$ cat src/hdl/centipede_consts.svh
`ifndef CENTIPEDE_CONSTS_SVH
`define CENTIPEDE_CONSTS_SVH

// processor bus widths
`define CPU_ADDR_W      14
`define CPU_DATA_W      8

// address bits that pick one 1k region
`define REGION_MSB      13
`define REGION_LSB      10

// region codes seen on addr[13:10]
`define REGION_SWITCH   4'd2
`define REGION_IN       4'd3
`define REGION_EA       4'd5
`define REGION_OUT0     4'd7
`define REGION_STEERCLR 4'd9

// high-score store and colour ram sizes
`define EAROM_ADDR_W    6
`define EAROM_CTRL_W    4
`define COLOR_ADDR_W    4
`define COLOR_DATA_W    4

// trackball up/down counter width
`define TB_CNT_W        4

// output latch bit positions, leds take bits 3..6
`define OUT_FLIP        7
`define OUT_LED_LSB     3
`define OUT_COIN_R      2
`define OUT_COIN_C      1
`define OUT_COIN_L      0

`endif

$ cat src/hdl/centipede_pkg.sv
`include "centipede_consts.svh"

package centipede_pkg;

   // decoded i/o regions of the 6502 bus
   typedef enum logic [3:0]
   {
      REG_NONE,
      REG_SWITCH,
      REG_IN0,
      REG_IN1,
      REG_COLOR,
      REG_EA_ADDR,
      REG_EA_CTRL,
      REG_EA_READ,
      REG_OUT0,
      REG_STEERCLR
   } io_region_e;

   // external processor bus as seen by the i/o section
   typedef struct packed
   {
      logic [`CPU_ADDR_W-1:0] addr;
      logic [`CPU_DATA_W-1:0] wdata;
      logic                   rw_n;
      logic                   phi2;
   } cpu_bus_t;

   // registered write strobe with captured address and data
   typedef struct packed
   {
      logic                   valid;
      io_region_e             region;
      logic [`REGION_LSB-1:0] addr;
      logic [`CPU_DATA_W-1:0] data;
   } io_write_t;

   // player switches, msb first as on the board
   typedef struct packed
   {
      logic coin_r;
      logic coin_c;
      logic coin_l;
      logic self_test;
      logic cocktail;
      logic slam;
      logic start1;
      logic start2;
      logic fire2;
      logic fire1;
   } player_in_t;

   // mini-trackball direction and step clock lines for both players
   typedef struct packed
   {
      logic p1_h_dir;
      logic p2_h_dir;
      logic p1_h_ck;
      logic p2_h_ck;
      logic p1_v_dir;
      logic p2_v_dir;
      logic p1_v_ck;
      logic p2_v_ck;
   } trackball_t;

   // latched direction and step count per axis
   typedef struct packed
   {
      logic                 h_dir;
      logic [`TB_CNT_W-1:0] h_cnt;
      logic                 v_dir;
      logic [`TB_CNT_W-1:0] v_cnt;
   } tb_count_t;

endpackage

$ cat src/hdl/centipede_io.sv
`timescale 1ns/1ps
`include "centipede_consts.svh"

module centipede_io
(
   input  logic                      s_6mhz,
   input  logic                      reset,
   input  centipede_pkg::cpu_bus_t   bus_i,
   input  centipede_pkg::player_in_t player_i,
   input  logic [`CPU_DATA_W-1:0]    joystick_i,
   input  centipede_pkg::trackball_t trackball_i,
   input  logic [`CPU_DATA_W-1:0]    sw1_i,
   input  logic [`CPU_DATA_W-1:0]    sw2_i,
   input  logic                      vblank_i,
   output logic [`CPU_DATA_W-1:0]    rdata_o,
   output logic [4:1]                led_o,
   output logic                      flip_o,
   output logic [2:0]                coin_ctr_o
);
   import centipede_pkg::*;

   io_region_e               rd_region;
   io_write_t                wr;
   tb_count_t                tb_count;
   logic [`COLOR_DATA_W-1:0] color_data;
   logic [`CPU_DATA_W-1:0]   earom_data;

   // bus decode and write strobe
   io_addr_decode i_io_addr_decode (
      .s_6mhz      (s_6mhz),
      .reset       (reset),
      .bus_i       (bus_i),
      .rd_region_o (rd_region),
      .wr_o        (wr)
   );

   // flip from the output latch also picks the trackball player
   trackball_counter i_trackball_counter (
      .s_6mhz      (s_6mhz),
      .reset       (reset),
      .trackball_i (trackball_i),
      .flip_i      (flip_o),
      .wr_i        (wr),
      .count_o     (tb_count)
   );

   coin_output_latch i_coin_output_latch (
      .s_6mhz     (s_6mhz),
      .reset      (reset),
      .wr_i       (wr),
      .flip_o     (flip_o),
      .led_o      (led_o),
      .coin_ctr_o (coin_ctr_o)
   );

   color_ram i_color_ram (
      .s_6mhz    (s_6mhz),
      .wr_i      (wr),
      .rd_addr_i (bus_i.addr[`COLOR_ADDR_W-1:0]),
      .rd_data_o (color_data)
   );

   hiscore_earom i_hiscore_earom (
      .s_6mhz    (s_6mhz),
      .reset     (reset),
      .wr_i      (wr),
      .rd_data_o (earom_data)
   );

   // combinational read path
   io_read_mux i_io_read_mux (
      .rd_region_i (rd_region),
      .addr0_i     (bus_i.addr[0]),
      .player_i    (player_i),
      .joystick_i  (joystick_i),
      .sw1_i       (sw1_i),
      .sw2_i       (sw2_i),
      .vblank_i    (vblank_i),
      .coin_ctr_i  (coin_ctr_o),
      .count_i     (tb_count),
      .color_i     (color_data),
      .earom_i     (earom_data),
      .rdata_o     (rdata_o)
   );

endmodule

$ cat src/hdl/coin_output_latch.sv
`timescale 1ns/1ps
`include "centipede_consts.svh"

module coin_output_latch
(
   input  logic                     s_6mhz,
   input  logic                     reset,
   input  centipede_pkg::io_write_t wr_i,
   output logic                     flip_o,
   output logic [4:1]               led_o,
   output logic [2:0]               coin_ctr_o
);
   import centipede_pkg::*;

   logic [7:0] latch_q;

   // addressable latch, addr[2:0] picks the bit and data bit 7 is the value
   always_ff @(posedge s_6mhz or posedge reset)
   begin
      if (reset)
         latch_q <= '0;
      else if (wr_i.valid && (wr_i.region == REG_OUT0))
         latch_q[wr_i.addr[2:0]] <= wr_i.data[7];
   end

   assign flip_o = latch_q[`OUT_FLIP];
   assign led_o  = latch_q[`OUT_LED_LSB +: 4];
   // right, centre, left counter drives
   assign coin_ctr_o = {latch_q[`OUT_COIN_R], latch_q[`OUT_COIN_C], latch_q[`OUT_COIN_L]};

endmodule

$ cat src/hdl/color_ram.sv
`timescale 1ns/1ps
`include "centipede_consts.svh"

module color_ram
(
   input  logic                     s_6mhz,
   input  centipede_pkg::io_write_t wr_i,
   input  logic [`COLOR_ADDR_W-1:0] rd_addr_i,
   output logic [`COLOR_DATA_W-1:0] rd_data_o
);
   import centipede_pkg::*;

   logic [`COLOR_DATA_W-1:0] mem [2**`COLOR_ADDR_W];

   // processor side only, low nibble of the data byte
   always_ff @(posedge s_6mhz)
   begin
      if (wr_i.valid && (wr_i.region == REG_COLOR))
         mem[wr_i.addr[`COLOR_ADDR_W-1:0]] <= wr_i.data[`COLOR_DATA_W-1:0];
   end

   // asynchronous read port
   assign rd_data_o = mem[rd_addr_i];

endmodule

$ cat src/hdl/hiscore_earom.sv
`timescale 1ns/1ps
`include "centipede_consts.svh"

module hiscore_earom
(
   input  logic                     s_6mhz,
   input  logic                     reset,
   input  centipede_pkg::io_write_t wr_i,
   output logic [`CPU_DATA_W-1:0]   rd_data_o
);
   import centipede_pkg::*;

   logic [`EAROM_ADDR_W-1:0] addr_q;
   logic [`CPU_DATA_W-1:0]   data_q;
   logic [`EAROM_CTRL_W-1:0] ctrl_q;
   logic [`CPU_DATA_W-1:0]   out_q;
   logic                     store_en;
   logic                     store_we;
   logic [`CPU_DATA_W-1:0]   mem [2**`EAROM_ADDR_W];

   // an address write also captures the byte to be stored
   always_ff @(posedge s_6mhz)
   begin
      if (wr_i.valid && (wr_i.region == REG_EA_ADDR))
      begin
         addr_q <= wr_i.addr[`EAROM_ADDR_W-1:0];
         data_q <= wr_i.data;
      end
   end

   // control latch, zero keeps the store idle
   always_ff @(posedge s_6mhz or posedge reset)
   begin
      if (reset)
         ctrl_q <= '0;
      else if (wr_i.valid && (wr_i.region == REG_EA_CTRL))
         ctrl_q <= wr_i.data[`EAROM_CTRL_W-1:0];
   end

   // bit 0 clocks the part unless bit 3 holds it off
   assign store_en = ctrl_q[0] & ~ctrl_q[3];
   // bit 2 high with bit 1 low selects a write
   assign store_we = ctrl_q[2] & ~ctrl_q[1];

   // output refreshes on every enabled edge, old contents on a write
   always_ff @(posedge s_6mhz)
   begin
      if (store_en)
      begin
         if (store_we)
            mem[addr_q] <= data_q;
         out_q <= mem[addr_q];
      end
   end

   assign rd_data_o = out_q;

endmodule

$ cat src/hdl/io_addr_decode.sv
`timescale 1ns/1ps
`include "centipede_consts.svh"

module io_addr_decode
(
   input  logic                      s_6mhz,
   input  logic                      reset,
   input  centipede_pkg::cpu_bus_t   bus_i,
   output centipede_pkg::io_region_e rd_region_o,
   output centipede_pkg::io_write_t  wr_o
);
   import centipede_pkg::*;

   logic [`REGION_MSB-`REGION_LSB:0] region_bits;
   logic                             wr_present;
   logic                             wr_valid_q;
   io_region_e                       wr_region_q;
   logic [`REGION_LSB-1:0]           wr_addr_q;
   logic [`CPU_DATA_W-1:0]           wr_data_q;

   assign region_bits = bus_i.addr[`REGION_MSB:`REGION_LSB];

   // same qualifier the board used for its write strobe
   assign wr_present = bus_i.phi2 & ~bus_i.rw_n;

   always_comb
   begin
      rd_region_o = REG_NONE;
      case (region_bits)
         `REGION_SWITCH: rd_region_o = REG_SWITCH;
         // addr bit 1 splits the two input ports
         `REGION_IN:     rd_region_o = bus_i.addr[1] ? REG_IN1 : REG_IN0;
         `REGION_EA:
         begin
            // bit 9 low is colour ram, high is the earom group
            if (!bus_i.addr[9])
               rd_region_o = REG_COLOR;
            else if (bus_i.addr[8:7] == 2'd0)
               rd_region_o = REG_EA_ADDR;
            else if (bus_i.addr[8:7] == 2'd1)
               rd_region_o = REG_EA_CTRL;
            else if (bus_i.addr[8:7] == 2'd2)
               rd_region_o = REG_EA_READ;
         end
         `REGION_OUT0:   rd_region_o = REG_OUT0;
         // bit 13 reads belong to program rom, only the write side is kept
         `REGION_STEERCLR:
         begin
            if (!bus_i.rw_n)
               rd_region_o = REG_STEERCLR;
         end
         default:        rd_region_o = REG_NONE;
      endcase
   end

   // one-cycle strobe, acted on by the targets at the following edge
   always_ff @(posedge s_6mhz or posedge reset)
   begin
      if (reset)
         wr_valid_q <= 1'b0;
      else
         wr_valid_q <= wr_present;
   end

   // captured address and data
   always_ff @(posedge s_6mhz)
   begin
      if (wr_present)
      begin
         wr_region_q <= rd_region_o;
         wr_addr_q   <= bus_i.addr[`REGION_LSB-1:0];
         wr_data_q   <= bus_i.wdata;
      end
   end

   always_comb
   begin
      wr_o.valid  = wr_valid_q;
      wr_o.region = wr_region_q;
      wr_o.addr   = wr_addr_q;
      wr_o.data   = wr_data_q;
   end

endmodule

$ cat src/hdl/io_read_mux.sv
`timescale 1ns/1ps
`include "centipede_consts.svh"

module io_read_mux
(
   input  centipede_pkg::io_region_e rd_region_i,
   input  logic                      addr0_i,
   input  centipede_pkg::player_in_t player_i,
   input  logic [`CPU_DATA_W-1:0]    joystick_i,
   input  logic [`CPU_DATA_W-1:0]    sw1_i,
   input  logic [`CPU_DATA_W-1:0]    sw2_i,
   input  logic                      vblank_i,
   input  logic [2:0]                coin_ctr_i,
   input  centipede_pkg::tb_count_t  count_i,
   input  logic [`COLOR_DATA_W-1:0]  color_i,
   input  logic [`CPU_DATA_W-1:0]    earom_i,
   output logic [`CPU_DATA_W-1:0]    rdata_o
);
   import centipede_pkg::*;

   logic [`CPU_DATA_W-1:0] in0_hi;
   logic [`CPU_DATA_W-1:0] in0_lo;
   logic [`CPU_DATA_W-1:0] in1_lo;

   // a driven coin counter reads back as an active coin line
   assign in0_hi = {player_i.coin_r | coin_ctr_i[2],
                    player_i.coin_c | coin_ctr_i[1],
                    player_i.coin_l | coin_ctr_i[0],
                    player_i.slam, player_i.fire2, player_i.fire1,
                    player_i.start1, player_i.start2};
   // horizontal trackball shares the port with vblank and cabinet bits
   assign in0_lo = {count_i.h_dir, vblank_i, player_i.self_test, player_i.cocktail,
                    count_i.h_cnt};
   assign in1_lo = {count_i.v_dir, 3'b000, count_i.v_cnt};

   always_comb
   begin
      case (rd_region_i)
         REG_IN0:     rdata_o = addr0_i ? in0_hi : in0_lo;
         REG_IN1:     rdata_o = addr0_i ? joystick_i : in1_lo;
         REG_SWITCH:  rdata_o = addr0_i ? sw2_i : sw1_i;
         // colour ram is only four bits wide
         REG_COLOR:   rdata_o = {{(`CPU_DATA_W-`COLOR_DATA_W){1'b0}}, color_i};
         REG_EA_READ: rdata_o = earom_i;
         default:     rdata_o = '0;
      endcase
   end

endmodule

$ cat src/hdl/trackball_counter.sv
`timescale 1ns/1ps
`include "centipede_consts.svh"

module trackball_counter
(
   input  logic                      s_6mhz,
   input  logic                      reset,
   input  centipede_pkg::trackball_t trackball_i,
   input  logic                      flip_i,
   input  centipede_pkg::io_write_t  wr_i,
   output centipede_pkg::tb_count_t  count_o
);
   import centipede_pkg::*;

   // index 1 is the horizontal axis, index 0 the vertical one
   logic [1:0]                ck_sel;
   logic [1:0]                dir_sel;
   logic [1:0]                ck_s1;
   logic [1:0]                ck_s2;
   logic [1:0]                ck_d;
   logic [1:0]                dir_s1;
   logic [1:0]                dir_s2;
   logic [1:0]                step;
   logic [1:0]                dir_q;
   logic [1:0][`TB_CNT_W-1:0] cnt_q;
   logic                      steer_clr;

   // screen flip picks which player owns the trackball
   assign ck_sel  = flip_i ? {trackball_i.p1_h_ck, trackball_i.p1_v_ck}
                           : {trackball_i.p2_h_ck, trackball_i.p2_v_ck};
   assign dir_sel = flip_i ? {trackball_i.p1_h_dir, trackball_i.p1_v_dir}
                           : {trackball_i.p2_h_dir, trackball_i.p2_v_dir};

   // two-flop synchronisers, direction follows the clock path
   always_ff @(posedge s_6mhz or posedge reset)
   begin
      if (reset)
      begin
         ck_s1  <= '0;
         ck_s2  <= '0;
         ck_d   <= '0;
         dir_s1 <= '0;
         dir_s2 <= '0;
      end
      else
      begin
         ck_s1  <= ck_sel;
         ck_s2  <= ck_s1;
         ck_d   <= ck_s2;
         dir_s1 <= dir_sel;
         dir_s2 <= dir_s1;
      end
   end

   // rising step clock
   assign step = ck_s2 & ~ck_d;

   assign steer_clr = wr_i.valid && (wr_i.region == REG_STEERCLR);

   // count uses the direction latched on the previous step
   always_ff @(posedge s_6mhz or posedge reset)
   begin
      if (reset)
      begin
         dir_q <= '0;
         cnt_q <= '0;
      end
      else
      begin
         for (int a = 0; a < 2; a++)
         begin
            if (step[a])
               dir_q[a] <= dir_s2[a];
            // steering clear leaves the direction bits alone
            if (steer_clr)
               cnt_q[a] <= '0;
            else if (step[a])
               cnt_q[a] <= dir_q[a] ? cnt_q[a] + 1'b1 : cnt_q[a] - 1'b1;
         end
      end
   end

   always_comb
   begin
      count_o.h_dir = dir_q[1];
      count_o.h_cnt = cnt_q[1];
      count_o.v_dir = dir_q[0];
      count_o.v_cnt = cnt_q[0];
   end

endmodule

$ cat config.mk
export PLATFORM = sky130hd
export DESIGN_NAME = centipede_io
export DESIGN_NICKNAME = d
export VERILOG_FILES = /design/src/hdl/centipede_pkg.sv /design/src/hdl/centipede_io.sv /design/src/hdl/coin_output_latch.sv /design/src/hdl/color_ram.sv /design/src/hdl/hiscore_earom.sv /design/src/hdl/io_addr_decode.sv /design/src/hdl/io_read_mux.sv /design/src/hdl/trackball_counter.sv
export VERILOG_INCLUDE_DIRS = /design/src /design/src/hdl
export SDC_FILE = /design/constraint.sdc
export NUM_CORES = 1
export LEC_CHECK = 0
export BUFFER_PORTS_ARGS = -buffer_cell sky130_fd_sc_hd__buf_4
export CAP_MARGIN = 10
export CORE_ASPECT_RATIO = 0.75
export CORE_UTILIZATION = 55
export CTS_CLUSTER_DIAMETER = 80
export DETAILED_ROUTE_END_ITERATION = 12
export HOLD_SLACK_MARGIN = 0.06
export PLACE_DENSITY = 0.7
export RECOVER_POWER = 100
export SLEW_MARGIN = 10
export SYNTH_ARGS = -nofsm -noshare
export SYNTH_HDL_FRONTEND = slang
export SYNTH_SLANG_ARGS = --single-unit
$ cat constraint.sdc
create_clock -name s_6mhz -period 3.13 [get_ports s_6mhz]
set_input_delay 0 -clock s_6mhz [delete_from_list [all_inputs] [get_ports s_6mhz]]
set_output_delay 0 -clock s_6mhz [all_outputs]
set_load 0.01 [all_outputs]
==> reports/results.ini, run 1 <==
[sta]
skew_ns = 0.02474
finalSetupViolCount = 0
period_minus_slack_ns = 3.090
timing.fmax_mhz = 323.6
finalHoldViolCount = 0
setup_tns_ns = 0
min_period_over_period = 0.9872
relSlewSlack = -0.5242
worst_slew_pin_slew_ns = 2.286
maxSlewViolCount = 148
fin_hold_ws_ns = 0.1243
setup_slack_ns = 0.04022
rsz0062_at_grt = no

[die]
io_pins = 85
start_util = 0.5613
die_w_um = 253.2
core_region_area_mm2 = 0.04637
dieHeight_um = 190.4
dieArea_mm2 = 0.04821
num_rows = 68

[power]
power_mw = 17.32
ir_worst_vdd_mv = 0.4473
power_density_mw_per_mm2 = 579.1
p_leak_nw = 10.06

[drt]
detail-route-antenna-nets = 0
m1WireLength_um = 27050
drc = 0
wirelength_um = 65070
num_vias = 15050
drt_iter0_drc = 1992
wl_met2_um = 28300
avgViaCountPerCell = 6.256
drt_pass1_iterations = 5
top_layer = met5
route.met3.wl_um = 8130
wl_per_cell_um = 27.04

[status]
failed_checks = max-capacitance violations, max-slew violations
status = finished with violations

[clock_tree]
cts_tree = built
postCtsSetupBuffers = 0
clkLatencyLatePin_ns = 0.62
clockBufferDepth = 3
htree_levels = 2
clk_pin_slew_ns = 0.07
cts_buffers = 57
cts_root_buf = clkbuf_16
clock-sinks = 649

[yosys]
synth-seq-area-share = 0.7424
postSynthAreaPerCell_um2 = 17.26
ys_seq_elements = 649
synth-main-ff-cell = edfxtp_1
syn_inst = 1508
synth_edf_count = 616
syn_area_mm2 = 0.02603
yosysUniqueCellTypes = 70
synth_nets = 1586
yosysWarnings = 0
ys_async_sr_fraction = 0.05085

[setup_path]
cp.arrival_ns = 3.37
rr_worst_depth = 8
critPathKind = flip-flop to flip-flop
timing.rr.start = i_hiscore_earom.addr_q[1]
r2r_end = i_hiscore_earom.mem[58][6]
critPathCaptureType = flip-flop
cp.required_ns = 3.41
regToRegSetupSlack_ns = 0.04
cp-start-kind = flip-flop
crit_path_max_fanout = 24

[placement]
dpl.cell_count = 2265
gp_congestion = 0.8771
io_buffers = 83
place_ws_ns = 0.2571
hpwl_um = 41360

[grt]
grt_pass1_wl_um = 95450
grt_pass1_vias = 14800
overflow = 0
antenna_found_initial = 4
grt_start_max_net_pins = 65
grt_usage = 0.2745

[layout]
ff_latch_area_mm2 = 0.01932
fillers = 3234
area_growth_pct = 14.90
fin_cells = 2406
fin_nets = 1806
drive_gt1_frac = 0.2068
multi_input_area_mm2 = 0.006136

[min_path]
hold_path_end = i_io_addr_decode.wr_data_q[1]
holdCritStartpoint = bus_i[3]
whs_path_depth = 2
min_path_type = input pin to flip-flop

[flow_run]
drv_cap = 3

## synth_stat cells (all sizes together) (8+ instances only)
master | instances | area (µm²)
a21oi | 46 | 230.2
a221oi | 36 | 321.6
a22o | 9 | 78.83
a22oi | 41 | 307.8
buf | 61 | 421.7
clkbuf | 27 | 101.4
dfrtp | 33 | 825.8
edfxtp | 616 | 18500
inv | 11 | 41.29
mux2 | 51 | 574.3
mux2i | 92 | 920.9
mux4 | 59 | 1329
nand2 | 50 | 187.7
nand3 | 25 | 125.1
nand3b | 8 | 60.06
nor2 | 135 | 511.7
nor2b | 15 | 101.3
o211ai | 10 | 75.07
o21ai | 46 | 230.2
o22ai | 20 | 131.4
## metrics by stage
stage,area (µm²),util
after floorplan,26030,-
after global placement,28060,0.6052
after detailed placement,28060,0.6052
after CTS,30240,0.6522
after global routing,29900,0.6449
final,29910,0.6450
## kinds of logic (layout without fill, tap and decap cells)
| family | Yosys count | count (layout) | share of synthesized area |
|---|---|---|---|
| DFF | 649 | 649 | 0.7424 |
| and+or+nand+nor | 291 | 291 | 0.05360 |
| AOI/OAI and AO/OA | 250 | 250 | 0.06624 |
| muxes | 202 | 202 | 0.1085 |
| buffers and inverters | 99 | 366 | 0.02168 |
| adders and majority gates | 9 | 9 | 0.004903 |
| xor gates and xnor gates | 8 | 8 | 0.002692 |
| other | 0 | 1 | 0 |
## worst max path at each step
stage                     slack, ns                            to  cells after the start                       from
final                          0.04    i_hiscore_earom.mem[58][6]                      8  i_hiscore_earom.addr_q[1]
after global routing           0.05     i_hiscore_earom.mem[8][6]                      1  i_hiscore_earom.data_q[6]
after CTS                      0.23  i_hiscore_earom.rd_data_o[2]                      8  i_hiscore_earom.addr_q[2]
after detailed placement       0.26  i_hiscore_earom.rd_data_o[2]                      8  i_hiscore_earom.addr_q[2]
after global placement         0.28  i_hiscore_earom.rd_data_o[2]                      8  i_hiscore_earom.addr_q[2]
after floorplan                0.81    i_hiscore_earom.mem[10][0]                      7  i_hiscore_earom.addr_q[2]
## worst max-delay path, cell delays in order (launching register included)
cell      delay [ns]
edfxtp_1        0.33
buf_4           0.23
buf_12          0.22
nor2b_2         0.54
clkbuf_1        0.32
nand2_1         0.37
clkbuf_1        0.30
nor2_1          0.13
clkbuf_2        0.29
## routing by layer
metal | up-vias | global-route usage
li1 | 6482 | -
met4 | 4 | 0.06597
met1 | 7624 | 0.4107
met3 | 124 | 0.07972
met2 | 817 | 0.3979
met5 | - | 0.01224
## layout by cell type (no fill, tap or decap), types with 9 or more instances in the layout
master and n:
a221oi_1 35, dlygate4sd3_1 34, nand3_1 25, mux4_2 59, mux2i_1 92, a21oi_1 46
clkbuf_1 64, nor2b_1 13, a22o_1 9, buf_4 94, mux2_2 50, inv_1 10
buf_12 10, o21ai_0 42, clkinv_2 10, o22ai_1 20, nor2_1 134, nand2_1 50
a22oi_1 41, clkbuf_4 11, o211ai_1 10, clkbuf_16 57, edfxtp_1 616, dfrtp_1 33
clkinv_1 9, clkbuf_2 49
## layout make-up
class	count	share of cell area
Sequential cell	649	0.6461
Multi-Input combinational cell	760	0.2052
Timing Repair Buffer	249	0.05941
Clock buffer	71	0.04945
Tap cell	630	0.02636
Clock inverter	35	0.01201
Inverter	11	0.001381
Antenna cell	1	0.00008367
## registers in the layout, indices dropped and copies added (netlist names), 4 cells and up
| name | count |
|---|---|
| i_hiscore_earom.data_q | 8 |
| i_hiscore_earom.ctrl_q | 4 |
| i_io_addr_decode.wr_region_q | 4 |
| i_trackball_counter.count_o | 8 |
| i_io_addr_decode.wr_data_q | 8 |
| i_coin_output_latch.latch_q | 8 |
| i_io_addr_decode.wr_addr_q | 6 |
| i_hiscore_earom.rd_data_o | 8 |
| i_color_ram.mem | 64 |
| i_hiscore_earom.addr_q | 6 |
| i_hiscore_earom.mem | 512 |
## report_power, final
group | internal (mW) | switching, mW
registers | 9.53 | 0.141
clock network | 3.86 | 3.12
logic | 0.331 | 0.342
## repair_timing
action / in CTS / in global routing
gates resized for setup: 0 / 0
hold buffers: 34 / 0
endpoints found under the hold margin: 74 / 0
Note: power is estimated with default switching activity, not from simulation.
==> inputs of run 2 (changes only) <==
--- a/config.mk
+++ b/config.mk
@@ -6,14 +6,15 @@
 export SDC_FILE = /design/constraint.sdc
 export NUM_CORES = 1
 export LEC_CHECK = 0
+export ABC_AREA = 1
 export BUFFER_PORTS_ARGS = -buffer_cell sky130_fd_sc_hd__buf_4
 export CAP_MARGIN = 10
 export CORE_ASPECT_RATIO = 0.75
-export CORE_UTILIZATION = 55
+export CORE_UTILIZATION = 62
 export CTS_CLUSTER_DIAMETER = 80
 export DETAILED_ROUTE_END_ITERATION = 12
 export HOLD_SLACK_MARGIN = 0.06
-export PLACE_DENSITY = 0.7
+export PLACE_DENSITY = 0.77
 export RECOVER_POWER = 100
 export SLEW_MARGIN = 10
 export SYNTH_ARGS = -nofsm -noshare
==> run 2 against run 1 <==
Net effect:
- the run still ends with max-capacitance violations, max-slew violations left
- die area shrank 4.4%
- cell count rose by 47%
- clock power is 10% higher
- critical path depth fell by 2
- worst setup slack improved by 0.26 ns
- register-to-register slack better by 0.26 ns
- non-clock buffer count down 19
- area after synthesis rose by 7.7%
- sequential power decreased by 0.7%
- routed wire length grew 4.2%
- sequential share of layout area down 3.6 points
- clock skew increased by 0.0025 ns
- critical path type unchanged
- critical endpoint is now i_hiscore_earom.mem[7][2]
==> reports/results.ini, run 2 <==
[status]
status = finished with violations
failed_checks = max-capacitance violations, max-slew violations

[layout]
reg_top3 = i_hiscore_earom.mem: 512 flops, i_color_ram.mem: 64 flops
largest_reg_flops = 512  ; unchanged
antenna_cells = 0  ; -1
drive_gt1_frac = 0.08252  ; -0.1242
fin_nets = 2985  ; +65%
area_growth_pct = 13.02
ff_latch_area_mm2 = 0.01932  ; unchanged
layout_common_cells = 1532 x nand2_1, 616 x edfxtp_1, 135 x nor2_1
multi_input_area_mm2 = 0.007641  ; +25%
layout.cells.most_common = nand2_1
regMostFlops = i_hiscore_earom.mem
fillers = 3096  ; -4.3%

[setup_path]
critPathKind = flip-flop to flip-flop
crit_path_max_fanout = 13  ; -46%
cp.required_ns = 3.44  ; +0.03 ns
critPathCaptureType = flip-flop
worstSetupStartpoint = i_hiscore_earom.addr_q[1]
rr_worst_depth = 6  ; -2
cp.arrival_ns = 3.14  ; -0.23 ns
r2r_end = i_hiscore_earom.mem[7][2]
cp-start-kind = flip-flop
crit_end = i_hiscore_earom.mem[7][2]
regToRegSetupSlack_ns = 0.30  ; +0.26 ns
timing.rr.start = i_hiscore_earom.addr_q[1]

[die]
num_rows = 67  ; -1.5%
die_w_um = 247.6  ; -2.2%
start_util = 0.6275  ; +0.06620
core_region_area_mm2 = 0.04468  ; -3.6%
dieHeight_um = 186.2  ; -2.2%
io_pins = 85  ; unchanged
dieArea_mm2 = 0.04609  ; -4.4%

[drt]
num_vias = 19990  ; +33%
detail-route-antenna-nets = 0  ; unchanged
drt_iter0_drc = 2398  ; +20%
avgViaCountPerCell = 5.642  ; -9.8%
wl_per_cell_um = 19.13  ; -29%
drt_pass1_iterations = 6  ; +1
drc = 0  ; unchanged
wirelength_um = 67770  ; +4.2%

[sta]
setup_slack_ns = 0.3004  ; +0.2602 ns
min_period_over_period = 0.9040  ; -0.08313
skew_ns = 0.02722  ; +0.002471 ns
finalSetupViolCount = 0  ; unchanged
finalHoldViolCount = 0  ; unchanged
period_minus_slack_ns = 2.830  ; -0.2602 ns
relSlewSlack = -0.2707  ; +0.2535
rsz0062_at_grt = no
worst_slew_pin_slew_ns = 1.906  ; -0.3802 ns
timing.fmax_mhz = 353.4  ; +9.2%
setup_tns_ns = 0  ; unchanged
maxSlewViolCount = 359  ; +140%

[clock_tree]
clockBufferDepth = 3  ; unchanged
clk_pin_slew_ns = 0.07  ; about the same
clock-sinks = 649  ; unchanged
clkLatencyLatePin_ns = 0.63  ; about the same
cts_buffers = 59  ; +3.5%
htree_levels = 2  ; unchanged
cts_root_buf = clkbuf_16
cts_tree = built

[grt]
grt_start_max_net_pins = 81  ; +25%
grt_usage = 0.2954  ; +0.02095
grt_pass1_wl_um = 102600  ; +7.5%
overflow = 0  ; unchanged
antenna_found_initial = 1  ; -3
grt_pass1_vias = 18560  ; +25%

[placement]
io_buffers = 83  ; unchanged
place_ws_ns = 0.6306  ; +0.3735 ns
hpwl_um = 40330  ; -2.5%
gp_congestion = 0.9589  ; +9.3%

[yosys]
netlist_top_cells_count = 1532 x nand2_1, 616 x edfxtp_1, 135 x nor2_1
ys_seq_elements = 649  ; unchanged
ys_async_sr_fraction = 0.05085  ; unchanged
yosysTopAreaCellShare = 0.6597  ; -0.05096
synth_nets = 2817  ; +78%
yosysUniqueCellTypes = 35  ; -50%
synth_top_cell_by_area = edfxtp_1
synth-main-ff-cell = edfxtp_1
postSynthAreaPerCell_um2 = 10.24  ; -41%
yosysWarnings = 0  ; unchanged
synth-seq-area-share = 0.6892  ; -0.05324
syn_inst = 2739  ; +82%
synth_edf_count = 616  ; unchanged
synth.most_common_cell = nand2_1
synth_area_leaders = edfxtp_1 66%, nand2_1 21%, dfrtp_1 2.9%
syn_area_mm2 = 0.02804  ; +7.7%

[power]
power_density_mw_per_mm2 = 569.8  ; -1.6%
p_leak_nw = 13.12  ; +30%
ir_worst_vdd_mv = 0.5794  ; +30%

[min_path]
holdCritStartpoint = trackball_i[1]
min_path_type = input pin to flip-flop

[flow_run]
drv_cap = 6  ; +3

==> run 2: how the worst min path moves through the flow <==
stage	slack, ns	endpoint	cells past startpoint
after global routing	0.13	i_io_addr_decode.wr_data_q[7]	2
after global placement	0.12	i_trackball_counter.dir_q[1]	3
after CTS	0.09	i_io_addr_decode.wr_addr_q[4]	2
final	0.12	i_trackball_counter.ck_s1[0]	4
after detailed placement	0.14	i_trackball_counter.count_o[6]	3
after floorplan	0.1	i_io_addr_decode.wr_addr_q[0]	0
==> run 2: stage by stage <==
stage	utilization	instances	hold WS [ns]	total power, mW	instance area [µm²]
global route	0.7092	3543	0.1272	18.51	31690
finish	0.7092	3543	0.1187	18.06	31690
CTS	0.7159	3543	0.09313	18.09	31990
detailed placement	0.6613	3395	0.1354	10.50	29550
floorplan	-	2739	0.09887	10.22	28040
global placement	0.6613	3395	0.1247	10.46	29550
==> run 2: worst max-delay path: stages, from the launching register on <==
cell	delay (ns)
edfxtp_1	0.67
inv_4	0.19
clkbuf_1	0.35
nor3_1	0.34
nand2_1	0.45
nor2_1	0.25
clkbuf_2	0.27
==> run 2: cell type report <==
| cell class | instances | area share |
|---|---|---|
| clock inverter | 43 | 0.01769 |
| inverter | 77 | 0.009358 |
| timing repair buffer | 230 | 0.05125 |
| multi-input combinational | 1890 | 0.2411 |
| tap | 586 | 0.02314 |
| clock buffer | 68 | 0.04766 |
| sequential | 649 | 0.6098 |
==> run 2: power by group <==
group	switching, mW	internal (mW)
Clock	3.21	4.47
Sequential	0.0867	9.52
Combinational	0.472	0.298
==> run 2: routing by layer <==
layer / vias up / share of wire / global-route usage
li1: 9312 / - / -
met1: 9427 / 0.41 / 0.4332
met2: 1108 / 0.46 / 0.4532
met3: 141 / 0.11 / 0.06413
met4: 2 / 0.024 / 0.07706
met5: - / 0.00019 / 0
==> run 2: cells by family after synthesis <==
kind of cell,Yosys count,synth area share
adders and majority gates,9,0.004551
AOI/OAI and AO/OA,65,0.01209
DFF,649,0.6892
and+or+nand+nor,1804,0.2523
buffers and inverters,200,0.03780
muxes,6,0.002231
xor gates and xnor gates,6,0.001874
==> run 2: what timing repair did <==
item | in CTS | in global routing
hold buffers | 37 | 0
hold endpoints to repair | 74 | 0
resized for setup | 0 | 0
buffers inserted | 0 | 0
setup endpoints to repair | 0 | 0
